===== src/logic/pov_consts.svh =====
// Display geometry and timing constants for the LED column display
`ifndef POV_CONSTS_SVH
`define POV_CONSTS_SVH

`default_nettype none

// Serial data lanes into the driver chains
`define POV_LANES 4
// Bits shifted into each lane per column
`define POV_LANE_BITS 16
// Columns in one frame
`define POV_COLS 8
// Full column word, lanes times lane bits
`define POV_COL_BITS 64
// System clocks per shift tick
`define POV_SHIFT_DIV 4

`default_nettype wire
`endif


===== src/logic/pov_pkg.sv =====
// Package with SPI opcodes, decoder and sequencer states, column word type
`include "pov_consts.svh"
`default_nettype none

package pov_pkg;

    // First byte of every SPI frame
    typedef enum logic [7:0] {
        OP_WRITE_COL   = 8'h10,
        OP_SET_ENABLE  = 8'h20,
        OP_READ_STATUS = 8'h30
    } spi_opcode_e;

    typedef enum logic [2:0] {
        DEC_OPCODE,
        DEC_INDEX,
        DEC_DATA,
        DEC_ENABLE,
        DEC_IGNORE
    } dec_state_e;

    typedef enum logic [1:0] {
        SEQ_IDLE,
        SEQ_LOAD,
        SEQ_SHIFT,
        SEQ_LATCH
    } seq_state_e;

    // Lane k occupies bits (k+1)*16-1 downto k*16
    typedef logic [`POV_COL_BITS-1:0] col_word_t;

endpackage

`default_nettype wire


===== src/logic/spi_frame_rx.sv =====
// Mode-0 SPI slave: pin synchronizers, byte assembly and reply shift-out
`default_nettype none

module spi_frame_rx (
    input  logic       clk,
    input  logic       rst_n,
    input  logic       spi_sclk,
    input  logic       spi_cs_n,
    input  logic       spi_mosi,
    output logic       spi_miso,
    input  logic [7:0] tx_byte,
    output logic [7:0] rx_byte,
    output logic       byte_valid,
    output logic       frame_start
);

    // Two sync flops plus one history flop for edge detection
    logic [2:0] sclk_pipe;
    logic [2:0] cs_pipe;
    logic [1:0] mosi_pipe;
    logic       sclk_rise;
    logic       sclk_fall;
    logic       cs_fall;
    logic       cs_high;
    logic [2:0] bit_cnt;
    logic [7:0] rx_shift;
    logic [7:0] tx_shift;

    assign sclk_rise = sclk_pipe[1] & ~sclk_pipe[2];
    assign sclk_fall = ~sclk_pipe[1] & sclk_pipe[2];
    assign cs_fall   = ~cs_pipe[1] & cs_pipe[2];
    assign cs_high   = cs_pipe[1];
    assign rx_byte   = rx_shift;
    // MSB of the reply goes out first
    assign spi_miso  = tx_shift[7];

    always_ff @(posedge clk) begin
        if (!rst_n) begin
            sclk_pipe <= '0;
            cs_pipe   <= '1;
            mosi_pipe <= '0;
        end else begin
            sclk_pipe <= {sclk_pipe[1:0], spi_sclk};
            cs_pipe   <= {cs_pipe[1:0], spi_cs_n};
            mosi_pipe <= {mosi_pipe[0], spi_mosi};
        end
    end

    // MOSI sampled on rising SPI clock, aligned with the delayed edge
    always_ff @(posedge clk) begin
        if (sclk_rise && !cs_high) begin
            rx_shift <= {rx_shift[6:0], mosi_pipe[1]};
        end
    end

    always_ff @(posedge clk) begin
        if (!rst_n) begin
            bit_cnt     <= '0;
            byte_valid  <= 1'b0;
            frame_start <= 1'b0;
            tx_shift    <= '0;
        end else begin
            byte_valid  <= 1'b0;
            frame_start <= cs_fall;
            if (cs_high) begin
                // Deselect drops any partial byte
                bit_cnt  <= '0;
                tx_shift <= '0;
            end else begin
                if (sclk_rise) begin
                    bit_cnt <= bit_cnt + 3'd1;
                    if (bit_cnt == 3'd7) begin
                        byte_valid <= 1'b1;
                    end
                end
                // Falling edge at a byte boundary picks up the next reply
                if (sclk_fall) begin
                    if (bit_cnt == 3'd0) begin
                        tx_shift <= tx_byte;
                    end else begin
                        tx_shift <= {tx_shift[6:0], 1'b0};
                    end
                end
            end
        end
    end

endmodule

`default_nettype wire


===== src/logic/command_decoder.sv =====
// Frame decoder with column memory, enable flag and status reply
`include "pov_consts.svh"
`default_nettype none

module command_decoder (
    input  logic                                clk,
    input  logic                                rst_n,
    input  logic [7:0]                          rx_byte,
    input  logic                                byte_valid,
    input  logic                                frame_start,
    output logic [7:0]                          tx_byte,
    input  logic [$clog2(`POV_COLS)-1:0]        col_addr,
    output pov_pkg::col_word_t                  col_data,
    input  logic [7:0]                          frame_count,
    output logic                                display_enable
);

    localparam int COL_AW     = $clog2(`POV_COLS);
    localparam int DATA_BYTES = `POV_COL_BITS / 8;
    localparam int BYTE_W     = $clog2(DATA_BYTES);

    pov_pkg::dec_state_e state;
    pov_pkg::col_word_t  col_mem [`POV_COLS];
    pov_pkg::col_word_t  stage;
    logic [COL_AW-1:0]   wr_idx;
    logic [BYTE_W-1:0]   byte_cnt;
    logic                last_byte;
    logic                mem_we;

    // Read port for the scan, no latency
    assign col_data  = col_mem[col_addr];
    assign last_byte = byte_cnt == BYTE_W'(DATA_BYTES - 1);
    assign mem_we    = byte_valid && state == pov_pkg::DEC_DATA && last_byte;

    always_ff @(posedge clk) begin
        if (!rst_n) begin
            for (int i = 0; i < `POV_COLS; i++) begin
                col_mem[i] <= '0;
            end
        end else if (mem_we) begin
            col_mem[wr_idx] <= {stage[`POV_COL_BITS-9:0], rx_byte};
        end
    end

    // Staging word, most significant byte arrives first
    always_ff @(posedge clk) begin
        if (byte_valid && state == pov_pkg::DEC_DATA) begin
            stage <= {stage[`POV_COL_BITS-9:0], rx_byte};
        end
    end

    always_ff @(posedge clk) begin
        if (!rst_n) begin
            state          <= pov_pkg::DEC_OPCODE;
            wr_idx         <= '0;
            byte_cnt       <= '0;
            display_enable <= 1'b0;
            tx_byte        <= '0;
        end else if (frame_start) begin
            state   <= pov_pkg::DEC_OPCODE;
            tx_byte <= '0;
        end else if (byte_valid) begin
            // Reply only in the byte right after a status opcode
            tx_byte <= '0;
            case (state)
                pov_pkg::DEC_OPCODE: begin
                    case (rx_byte)
                        pov_pkg::OP_WRITE_COL:  state <= pov_pkg::DEC_INDEX;
                        pov_pkg::OP_SET_ENABLE: state <= pov_pkg::DEC_ENABLE;
                        pov_pkg::OP_READ_STATUS: begin
                            // Snapshot frame count at the opcode
                            tx_byte <= frame_count;
                            state   <= pov_pkg::DEC_IGNORE;
                        end
                        default: state <= pov_pkg::DEC_IGNORE;
                    endcase
                end
                pov_pkg::DEC_INDEX: begin
                    wr_idx   <= rx_byte[COL_AW-1:0];
                    byte_cnt <= '0;
                    state    <= pov_pkg::DEC_DATA;
                end
                pov_pkg::DEC_DATA: begin
                    byte_cnt <= byte_cnt + 1'b1;
                    // Word written by mem_we, trailing bytes dropped
                    if (last_byte) begin
                        state <= pov_pkg::DEC_IGNORE;
                    end
                end
                pov_pkg::DEC_ENABLE: begin
                    display_enable <= rx_byte[0];
                    state          <= pov_pkg::DEC_IGNORE;
                end
                default: state <= pov_pkg::DEC_IGNORE;
            endcase
        end
    end

endmodule

`default_nettype wire


===== src/logic/column_timer.sv =====
// Shift tick divider and free-running grayscale clock
`include "pov_consts.svh"
`default_nettype none

module column_timer (
    input  logic clk,
    input  logic rst_n,
    output logic shift_tick,
    output logic gclk
);

    localparam int DIV_W = (`POV_SHIFT_DIV > 1) ? $clog2(`POV_SHIFT_DIV) : 1;

    logic [DIV_W-1:0] div_cnt;

    always_ff @(posedge clk) begin
        if (!rst_n) begin
            div_cnt    <= '0;
            shift_tick <= 1'b0;
            gclk       <= 1'b0;
        end else begin
            // One-cycle tick every POV_SHIFT_DIV clocks
            if (div_cnt == DIV_W'(`POV_SHIFT_DIV - 1)) begin
                div_cnt    <= '0;
                shift_tick <= 1'b1;
            end else begin
                div_cnt    <= div_cnt + 1'b1;
                shift_tick <= 1'b0;
            end
            // Grayscale clock runs regardless of enable
            if (shift_tick) begin
                gclk <= ~gclk;
            end
        end
    end

endmodule

`default_nettype wire


===== src/logic/driver_sequencer.sv =====
// Column scan FSM: load, shift pacing, latch, column select, frame count
`include "pov_consts.svh"
`default_nettype none

module driver_sequencer (
    input  logic                         clk,
    input  logic                         rst_n,
    input  logic                         shift_tick,
    input  logic                         display_enable,
    output logic [$clog2(`POV_COLS)-1:0] col_addr,
    output logic                         load,
    output logic                         shift,
    output logic                         sclk,
    output logic                         lat,
    output logic [`POV_COLS-1:0]         col_sel,
    output logic [7:0]                   frame_count
);

    localparam int COL_AW = $clog2(`POV_COLS);
    localparam int BIT_AW = $clog2(`POV_LANE_BITS);
    localparam logic [`POV_COLS-1:0] SEL_ONE = {{(`POV_COLS-1){1'b0}}, 1'b1};

    pov_pkg::seq_state_e state;
    logic [BIT_AW-1:0]   bit_cnt;
    logic                last_bit;
    logic                last_col;

    assign last_bit = bit_cnt == BIT_AW'(`POV_LANE_BITS - 1);
    assign last_col = col_addr == COL_AW'(`POV_COLS - 1);
    // Shifter captures col_data during the single LOAD cycle
    assign load     = state == pov_pkg::SEQ_LOAD;
    // Driver clock high only in the tick cycle
    assign sclk     = (state == pov_pkg::SEQ_SHIFT) && shift_tick;

    always_ff @(posedge clk) begin
        if (!rst_n) begin
            state       <= pov_pkg::SEQ_IDLE;
            bit_cnt     <= '0;
            col_addr    <= '0;
            shift       <= 1'b0;
            lat         <= 1'b0;
            col_sel     <= '0;
            frame_count <= '0;
        end else begin
            // Data moves the cycle after sclk, so sin holds through it
            shift <= sclk;
            lat   <= 1'b0;
            case (state)
                pov_pkg::SEQ_IDLE: begin
                    col_sel <= '0;
                    if (display_enable && shift_tick) begin
                        state <= pov_pkg::SEQ_LOAD;
                    end
                end
                pov_pkg::SEQ_LOAD: begin
                    bit_cnt <= '0;
                    state   <= pov_pkg::SEQ_SHIFT;
                end
                pov_pkg::SEQ_SHIFT: begin
                    if (shift_tick) begin
                        bit_cnt <= bit_cnt + 1'b1;
                        if (last_bit) begin
                            state <= pov_pkg::SEQ_LATCH;
                        end
                    end
                end
                pov_pkg::SEQ_LATCH: begin
                    if (shift_tick) begin
                        // Latch and column select change together
                        lat     <= 1'b1;
                        col_sel <= SEL_ONE << col_addr;
                        if (last_col) begin
                            frame_count <= frame_count + 8'd1;
                        end
                        // Disable takes effect only here, at a column boundary
                        if (display_enable) begin
                            col_addr <= last_col ? '0 : col_addr + 1'b1;
                            state    <= pov_pkg::SEQ_LOAD;
                        end else begin
                            col_addr <= '0;
                            state    <= pov_pkg::SEQ_IDLE;
                        end
                    end
                end
                default: state <= pov_pkg::SEQ_IDLE;
            endcase
        end
    end

endmodule

`default_nettype wire


===== src/logic/column_shifter.sv =====
// Column word shift register feeding the serial lanes MSB first
`include "pov_consts.svh"
`default_nettype none

module column_shifter (
    input  logic                   clk,
    input  logic                   rst_n,
    input  pov_pkg::col_word_t     col_data,
    input  logic                   load,
    input  logic                   shift,
    output logic [`POV_LANES-1:0]  sin
);

    localparam int LB = `POV_LANE_BITS;

    pov_pkg::col_word_t word_q;

    always_ff @(posedge clk) begin
        if (!rst_n) begin
            word_q <= '0;
        end else if (load) begin
            word_q <= col_data;
        end else if (shift) begin
            // Each lane moves up one, zero fills from the bottom
            for (int k = 0; k < `POV_LANES; k++) begin
                word_q[k*LB +: LB] <= {word_q[k*LB +: LB-1], 1'b0};
            end
        end
    end

    // Top bit of every lane is on the pin
    always_comb begin
        for (int k = 0; k < `POV_LANES; k++) begin
            sin[k] = word_q[(k+1)*LB-1];
        end
    end

endmodule

`default_nettype wire


===== src/logic/pov_display_top.sv =====
// Top level: SPI slave, decoder, timer, sequencer and shifter to display pins
`include "pov_consts.svh"
`default_nettype none

module pov_display_top (
    input  logic                  clk,
    input  logic                  rst_n,
    // Host SPI
    input  logic                  som_sclk,
    input  logic                  som_cs_n,
    input  logic                  som_mosi,
    output logic                  som_miso,
    // LED driver chains
    output logic                  drv_sclk,
    output logic                  drv_lat,
    output logic                  drv_gclk,
    output logic [`POV_LANES-1:0] drv_sin,
    // Column multiplexer
    output logic [`POV_COLS-1:0]  col_sel
);

    // SPI byte stream
    logic [7:0] rx_byte;
    logic [7:0] tx_byte;
    logic       byte_valid;
    logic       frame_start;

    // Scan side
    logic [$clog2(`POV_COLS)-1:0] col_addr;
    pov_pkg::col_word_t           col_data;
    logic [7:0]                   frame_count;
    logic                         display_enable;
    logic                         shift_tick;
    logic                         load;
    logic                         shift;

    spi_frame_rx u_spi_frame_rx (
        .clk(clk), .rst_n(rst_n),
        .spi_sclk(som_sclk), .spi_cs_n(som_cs_n),
        .spi_mosi(som_mosi), .spi_miso(som_miso),
        .tx_byte(tx_byte), .rx_byte(rx_byte),
        .byte_valid(byte_valid), .frame_start(frame_start)
    );

    command_decoder u_command_decoder (
        .clk(clk), .rst_n(rst_n),
        .rx_byte(rx_byte), .byte_valid(byte_valid),
        .frame_start(frame_start), .tx_byte(tx_byte),
        .col_addr(col_addr), .col_data(col_data),
        .frame_count(frame_count), .display_enable(display_enable)
    );

    column_timer u_column_timer (
        .clk(clk), .rst_n(rst_n),
        .shift_tick(shift_tick), .gclk(drv_gclk)
    );

    driver_sequencer u_driver_sequencer (
        .clk(clk), .rst_n(rst_n),
        .shift_tick(shift_tick), .display_enable(display_enable),
        .col_addr(col_addr), .load(load), .shift(shift),
        .sclk(drv_sclk), .lat(drv_lat), .col_sel(col_sel),
        .frame_count(frame_count)
    );

    column_shifter u_column_shifter (
        .clk(clk), .rst_n(rst_n),
        .col_data(col_data), .load(load), .shift(shift),
        .sin(drv_sin)
    );

endmodule

`default_nettype wire


===== config.mk =====
export PLATFORM = sky130hd
export DESIGN_NAME = pov_display_top
export DESIGN_NICKNAME = d
export VERILOG_FILES = /design/src/logic/pov_pkg.sv /design/src/logic/spi_frame_rx.sv /design/src/logic/command_decoder.sv /design/src/logic/column_timer.sv /design/src/logic/driver_sequencer.sv /design/src/logic/column_shifter.sv /design/src/logic/pov_display_top.sv
export VERILOG_INCLUDE_DIRS = /design/src /design/src/logic
export SDC_FILE = /design/constraint.sdc
export NUM_CORES = 1
export LEC_CHECK = 0
export BUFFER_PORTS_ARGS = -buffer_cell sky130_fd_sc_hd__buf_2
export CORE_MARGIN = 3
export CORE_UTILIZATION = 40
export CTS_CLUSTER_SIZE = 40
export DETAILED_ROUTE_END_ITERATION = 8
export GPL_ROUTABILITY_DRIVEN = 0
export HOLD_SLACK_MARGIN = 0.05
export PLACE_DENSITY_LB_ADDON = 0.1
export SLEW_MARGIN = 20
export SYNTH_ARGS = -nofsm -noshare
export SYNTH_HDL_FRONTEND = slang
export SYNTH_SLANG_ARGS = --single-unit

===== constraint.sdc =====
create_clock -name clk -period 8.3 [get_ports clk]
set_input_delay 1.245 -clock clk [delete_from_list [all_inputs] [get_ports clk]]
set_output_delay 1.245 -clock clk [all_outputs]
set_load 0.05 [all_outputs]

Word level (Yosys, flattened, before mapping)
Memory sizes are Yosys's and may differ from the RTL's. A register that Yosys moved wholly into a read port is not among the register bits.
Cells that the tools add are included.
{ "op_classes": {"n_addsub": 6, "mul": 0, "n_div": 0, "n_lt_le_gt_ge": 0, "eq_ne": 19, "n_shift": 1, "n_mux": 33, "bitwise_logic": 10, "reduce_logical": 28} }
{ "op_table": {"columns": ["cell", "count"], "rows": [
  ["$mux 64", 3],
  ["$reduce_or 64->1", 1],
  ["$mux 8", 4],
  ["$mux 3", 6],
  ["$eq 8x6->1 const B", 2],
  ["$pmux 8 s2", 1],
  ["$pmux 3 s2", 2],
  ["$reduce_and 3->1", 4],
  ["$reduce_and 2->1", 5],
  ["$add 3x1->3 const B", 3],
  ["$eq 3x3->1 const B", 3],
  ["$mux 1", 9],
  ["$pmux 3 s3", 1],
  ["$add 8x1->8 const B", 1],
  ["$eq 8x5->1 const B", 1],
  ["$mux 2", 4],
  ["$pmux 2 s4", 1],
  ["$pmux 4 s2", 1],
  ["$reduce_bool 2->1", 4],
  ["$shl 1x3->8 const A", 1],
  ["$not 1->1", 7],
  ["$eq 2x2->1 const B", 3],
  ["$eq 3x2->1 const B", 2],
  ["$logic_not 3->1", 2],
  ["other kinds (15)", 26]
]} }
{ "totals": {"register_bits": 198, "latch_bits": 0, "mem_bits_rw": 512, "romBits": 0, "input_bits": 5, "wordCells": 123, "n_memories": 1} }
{ "memory_table": {"columns": ["memory", "depth", "width", "rd", "rd_ports_with_merged_regs", "write_ports", "line", "source"], "rows": [
  ["u_command_decoder.col_mem", 8, 64, 1, 1, 8, "command_decoder.sv:23", "pov_pkg::col_word_t col_mem [`POV_COLS];"]
]} }

Longest topological paths before layout
{ "logic_depth": {"word_depth": 8, "depth_mapped": 8} }

Modules after synthesis
From an unflattened synthesis, not the netlist that was laid out.
{ "unflattened": {"hier_cells": 2150, "hier_area_um2": 30802.0} }
{ "by_module_without_submodules": {"columns": ["module", "n_inst", "cells_per_inst", "area_each_um2"], "rows": [
  ["command_decoder", 1, 1627, 24897.6],
  ["column_shifter", 1, 288, 3445.8],
  ["driver_sequencer", 1, 142, 1296.2],
  ["spi_frame_rx", 1, 83, 1032.2],
  ["column_timer", 1, 10, 130.1]
]} }

Worst setup path after synthesis
OpenSTA, ideal clock, no wires.
{ "synth_timing": {"kind": "input -> register", "from": "in rst_n", "to": "mem u_command_decoder.col_mem[2][0] (netlist name) (enable)", "setup_ns": 0.574, "arrival_ns": 6.582, "required_ns": 7.726, "setup_slack_ns": 1.144, "cell_stages": 6, "path_buffers": 3, "path_cell_list": "clkbuf_1 > and4_1 > buf_2 > nand3b_1 > buf_2 > o21ai_0"} }
{ "synth_rtl": {"columns": ["element", "line", "source"], "rows": [
  ["start, declared", "pov_display_top.sv:7", "input logic rst_n,"],
  ["end, declared", "command_decoder.sv:23", null]
]} }

==> impl_metrics.toml <==
[outcome]
outcome = "complete, no violations"

[clock_network]
clock_sinks = 713
htreeDepth = 3
cts_buffer_depth = 3
numCtsBuffers = 79
ctsHoldBuffers = 0
cts_root_buf = "clkbuf_16"
worstSkewPairLatency_ps = 610
clk_pin_slew_ps = 50
cts.repair.resized = 0
post_cts_buffers = 0
cts_tree = "done"

[global_route]
grt_pass1_vias = 18684
antenna_found_initial = 1
grt_first_pass_wirelength_microns = 117000
grt_use_total_pct = 20.0
grt_max_degree = 77
grt.overflow.total = 0

[route]
vias_per_cell = 5.43
drtIter0Drc = 1414
wl_per_cell_microns = 23.3
ant_nets = 0
vias = 18085
wl_microns = 77600
dr.pass1.iters = 5
drc = 0

[power_and_ir_drop]
intPower_mw = 6.09
peakVddDrop_mv = 0.142
pwr-share-clk_pct = 46.4
p_leak_nw = 10.9
p_seq_share_pct = 51.6
p_comb_share_pct = 2.0
p_per_area_nw_per_um2 = 230
switchingPower_mw = 1.56
swShare_pct = 20.4
fin_total_pwr_mw = 7.66

[worst_setup_path]
reg2reg_from = "u_command_decoder.byte_cnt[0]"
path_max_fanout = 53
end_kind = "flip-flop"
worst_r2r_endpoint = "u_command_decoder.col_mem[0][44]"
critPathMostFrequentCell = "buf_4"
startpoint = "rst_n"
ff2ff_path_depth = 6
path_cells = "buf_2 -> buf_4 -> and4_1 -> nand2_4 -> o21ai_4 -> buf_4"
cp-start-kind = "input pin"
worstPathArrival_ps = 4360
cp_num_buf_inv = 3
slowest_stage = "o21ai_4"
critPathKind = "input pin to flip-flop"
required_ps = 8520
critPathCapture = "u_command_decoder.col_mem[0][44]"
cpPeakStageDelay_ps = 880
critPathTopFamily = "buffers and inverters"
r2r_slack_ps = 4590
critical_path_depth = 6

[floorplanning]
die_y_microns = 279
fp.dieArea_sq_um = 77700
fp.dieW_microns = 279
io_pins = 21
core_sq_um = 73300
core.rowCount = 99
initial_utilization_pct = 40.6

[layout]
n_fill_cell = 6622
nets = 2327
fin_area_sq_um = 33300
area_delta_synth_final_pct = 11.8
drive_gt1_share_pct = 8.82
multi_input_area_sq_um = 8950
final-seq-area_sq_um = 20100
insertedDiodeCount = 0
instances_no_fill = 3329

[place]
dpl_cell_area_sq_um = 30600
hpwl_microns = 39600
dp.cells = 3182
portBuffers = 20

[timing]
post-route-period-util_pct = 49.9
tns_ps = 0
max_freq_mhz = 241
timing.hold.ws_ps = 409
finalSetupViolCount = 0
hold_viol_final = 0
worst_slew_pin_slew_ps = 1140
maxSlewHeadroom_pct = 23.9
rsz0062_at_grt = "false"
fin_skew_ps = 21.6
final_max_slew_viol_count = 0
min_period_ps = 4140

[synthesis]
async_flop_share_pct = 0
syn_nets = 2362
syn_avg_cell_area_sq_um = 12.7
syn-cell-area_sq_um = 29800
ys.warnings.count = 0
synth_edf_count = 576
seq_area_frac_synth_pct = 67.3
synth_cell_types = 46
ys_seq_elements = 713
synthFlopType = "edfxtp_1"
netlist_instances = 2339

[worst_hold_path]
hp-class = "flip-flop to flip-flop"

[flow_run]
cap_violations = 0
==> through the flow <==
stage | util, % | setup slack (ps)
floorplan | - | 1140
global placement | 41.8 | 3570
detailed placement | 41.8 | 3470
CTS | 45.4 | 4130
global route | 45.4 | 3970
finish | 45.4 | 4160
==> cell usage in the layout (no fill, tap or decap), types with 10 or more instances in the layout <==
| cell type | n |
|---|---|
| a21boi_0 | 12 |
| a21oi_1 | 12 |
| a22oi_1 | 131 |
| and2_1 | 16 |
| buf_2 | 20 |
| buf_4 | 31 |
| clkbuf_1 | 14 |
| clkbuf_16 | 82 |
| clkinv_2 | 21 |
| dfxtp_1 | 134 |
| edfxtp_1 | 576 |
| ha_1 | 18 |
| inv_1 | 12 |
| mux2i_1 | 320 |
| nand2_1 | 204 |
| nand2b_1 | 10 |
| nor2_1 | 532 |
| nor2b_1 | 23 |
| o22ai_1 | 60 |
==> worst register-to-register path, stage by stage (launching register included) <==
cell     delay [ps]
dfxtp_1         350
ha_1            160
ha_1            170
and4_1          390
nand2_4         530
o21ai_4         880
buf_4           810
==> synth_stat cells (all sizes together) (7+ instances only) <==
cell type / instances / area [sq um]
edfxtp: 576 / 17300
nor2: 533 / 2000
o21ai: 14 / 70.1
a21boi: 12 / 90.1
dfxtp: 137 / 2740
nand2: 206 / 773
buf: 96 / 606
a22oi: 131 / 983
nor2b: 25 / 156
nand3: 9 / 45.0
and2: 18 / 113
o22ai: 60 / 375
clkbuf: 74 / 278
a21oi: 12 / 60.1
mux2i: 320 / 3200
nor3: 7 / 35.0
inv: 13 / 48.8
a22o: 8 / 70.1
ha: 18 / 225
a211oi: 7 / 52.6
nand2b: 11 / 68.8
==> state kept, by name, summed over array words and instances (netlist names), 4 cells and up, named ones only <==
register,flops
u_command_decoder.col_mem,512
u_spi_frame_rx.tx_shift,8
u_command_decoder.tx_byte,8
u_driver_sequencer.frame_count,8
u_command_decoder.stage,56
u_spi_frame_rx.rx_byte,8
u_driver_sequencer.bit_cnt,4
u_driver_sequencer.col_sel,8
u_column_shifter.word_q,64
==> logic make-up after synthesis <==
kind of cell / synth area share [%]
multiplexers: 11.1
AND/OR/NAND/NOR: 11.4
XOR/XNOR: 0.265
AO/OA/AOI/OAI: 6.06
adder cells (fa/ha/maj): 0.757
flip-flops: 67.3
buffers and inverters: 3.13
==> area by class of cell <==
class                   instances  area share, %
flip-flops and latches        713           60.3
multi-input cells            1443           26.9
clock buffers                 104           6.64
well taps                     959           3.61
clock inverters                43           1.30
repair buffers                 54           1.15
inverters                      13          0.150
==> power by group through the flow <==
stage | registers [mW] | clock network, mW | logic (mW)
3_3_place_gp | 4.02 | 0 | 0.152
6_report | 3.95 | 3.55 | 0.150
2_1_floorplan | 4.04 | 0 | 0.0848
4_1_cts | 3.95 | 3.63 | 0.154
5_1_grt | 3.96 | 3.77 | 0.162
3_5_place_dp | 4.03 | 0 | 0.154
==> layer usage <==
metal	wire [microns]	share of wire, %	up-vias	global-route usage [%]
li1	-	-	8362	-
met1	34300	44	9179	26.8
met2	38100	49	440	34.2
met3	3660	4.7	104	2.90
met4	1610	2.1	0	5.09
met5	0	0	-	0
==> how the worst min path moves through the flow <==
stage / end / cells after the start / slack [ps] / startpoint
detailed placement: u_spi_frame_rx.rx_byte[0] / 0 / 390 / u_spi_frame_rx.mosi_pipe[1]
finish: u_spi_frame_rx.frame_start / 2 / 410 / u_spi_frame_rx.cs_pipe[2]
floorplan: u_spi_frame_rx.rx_byte[0] / 0 / 390 / u_spi_frame_rx.mosi_pipe[1]
global route: u_spi_frame_rx.rx_byte[0] / 0 / 420 / u_spi_frame_rx.mosi_pipe[1]
CTS: u_spi_frame_rx.frame_start / 2 / 410 / u_spi_frame_rx.cs_pipe[2]
global placement: u_spi_frame_rx.rx_byte[0] / 0 / 400 / u_spi_frame_rx.mosi_pipe[1]
Note: power is estimated with default switching activity, not from simulation.
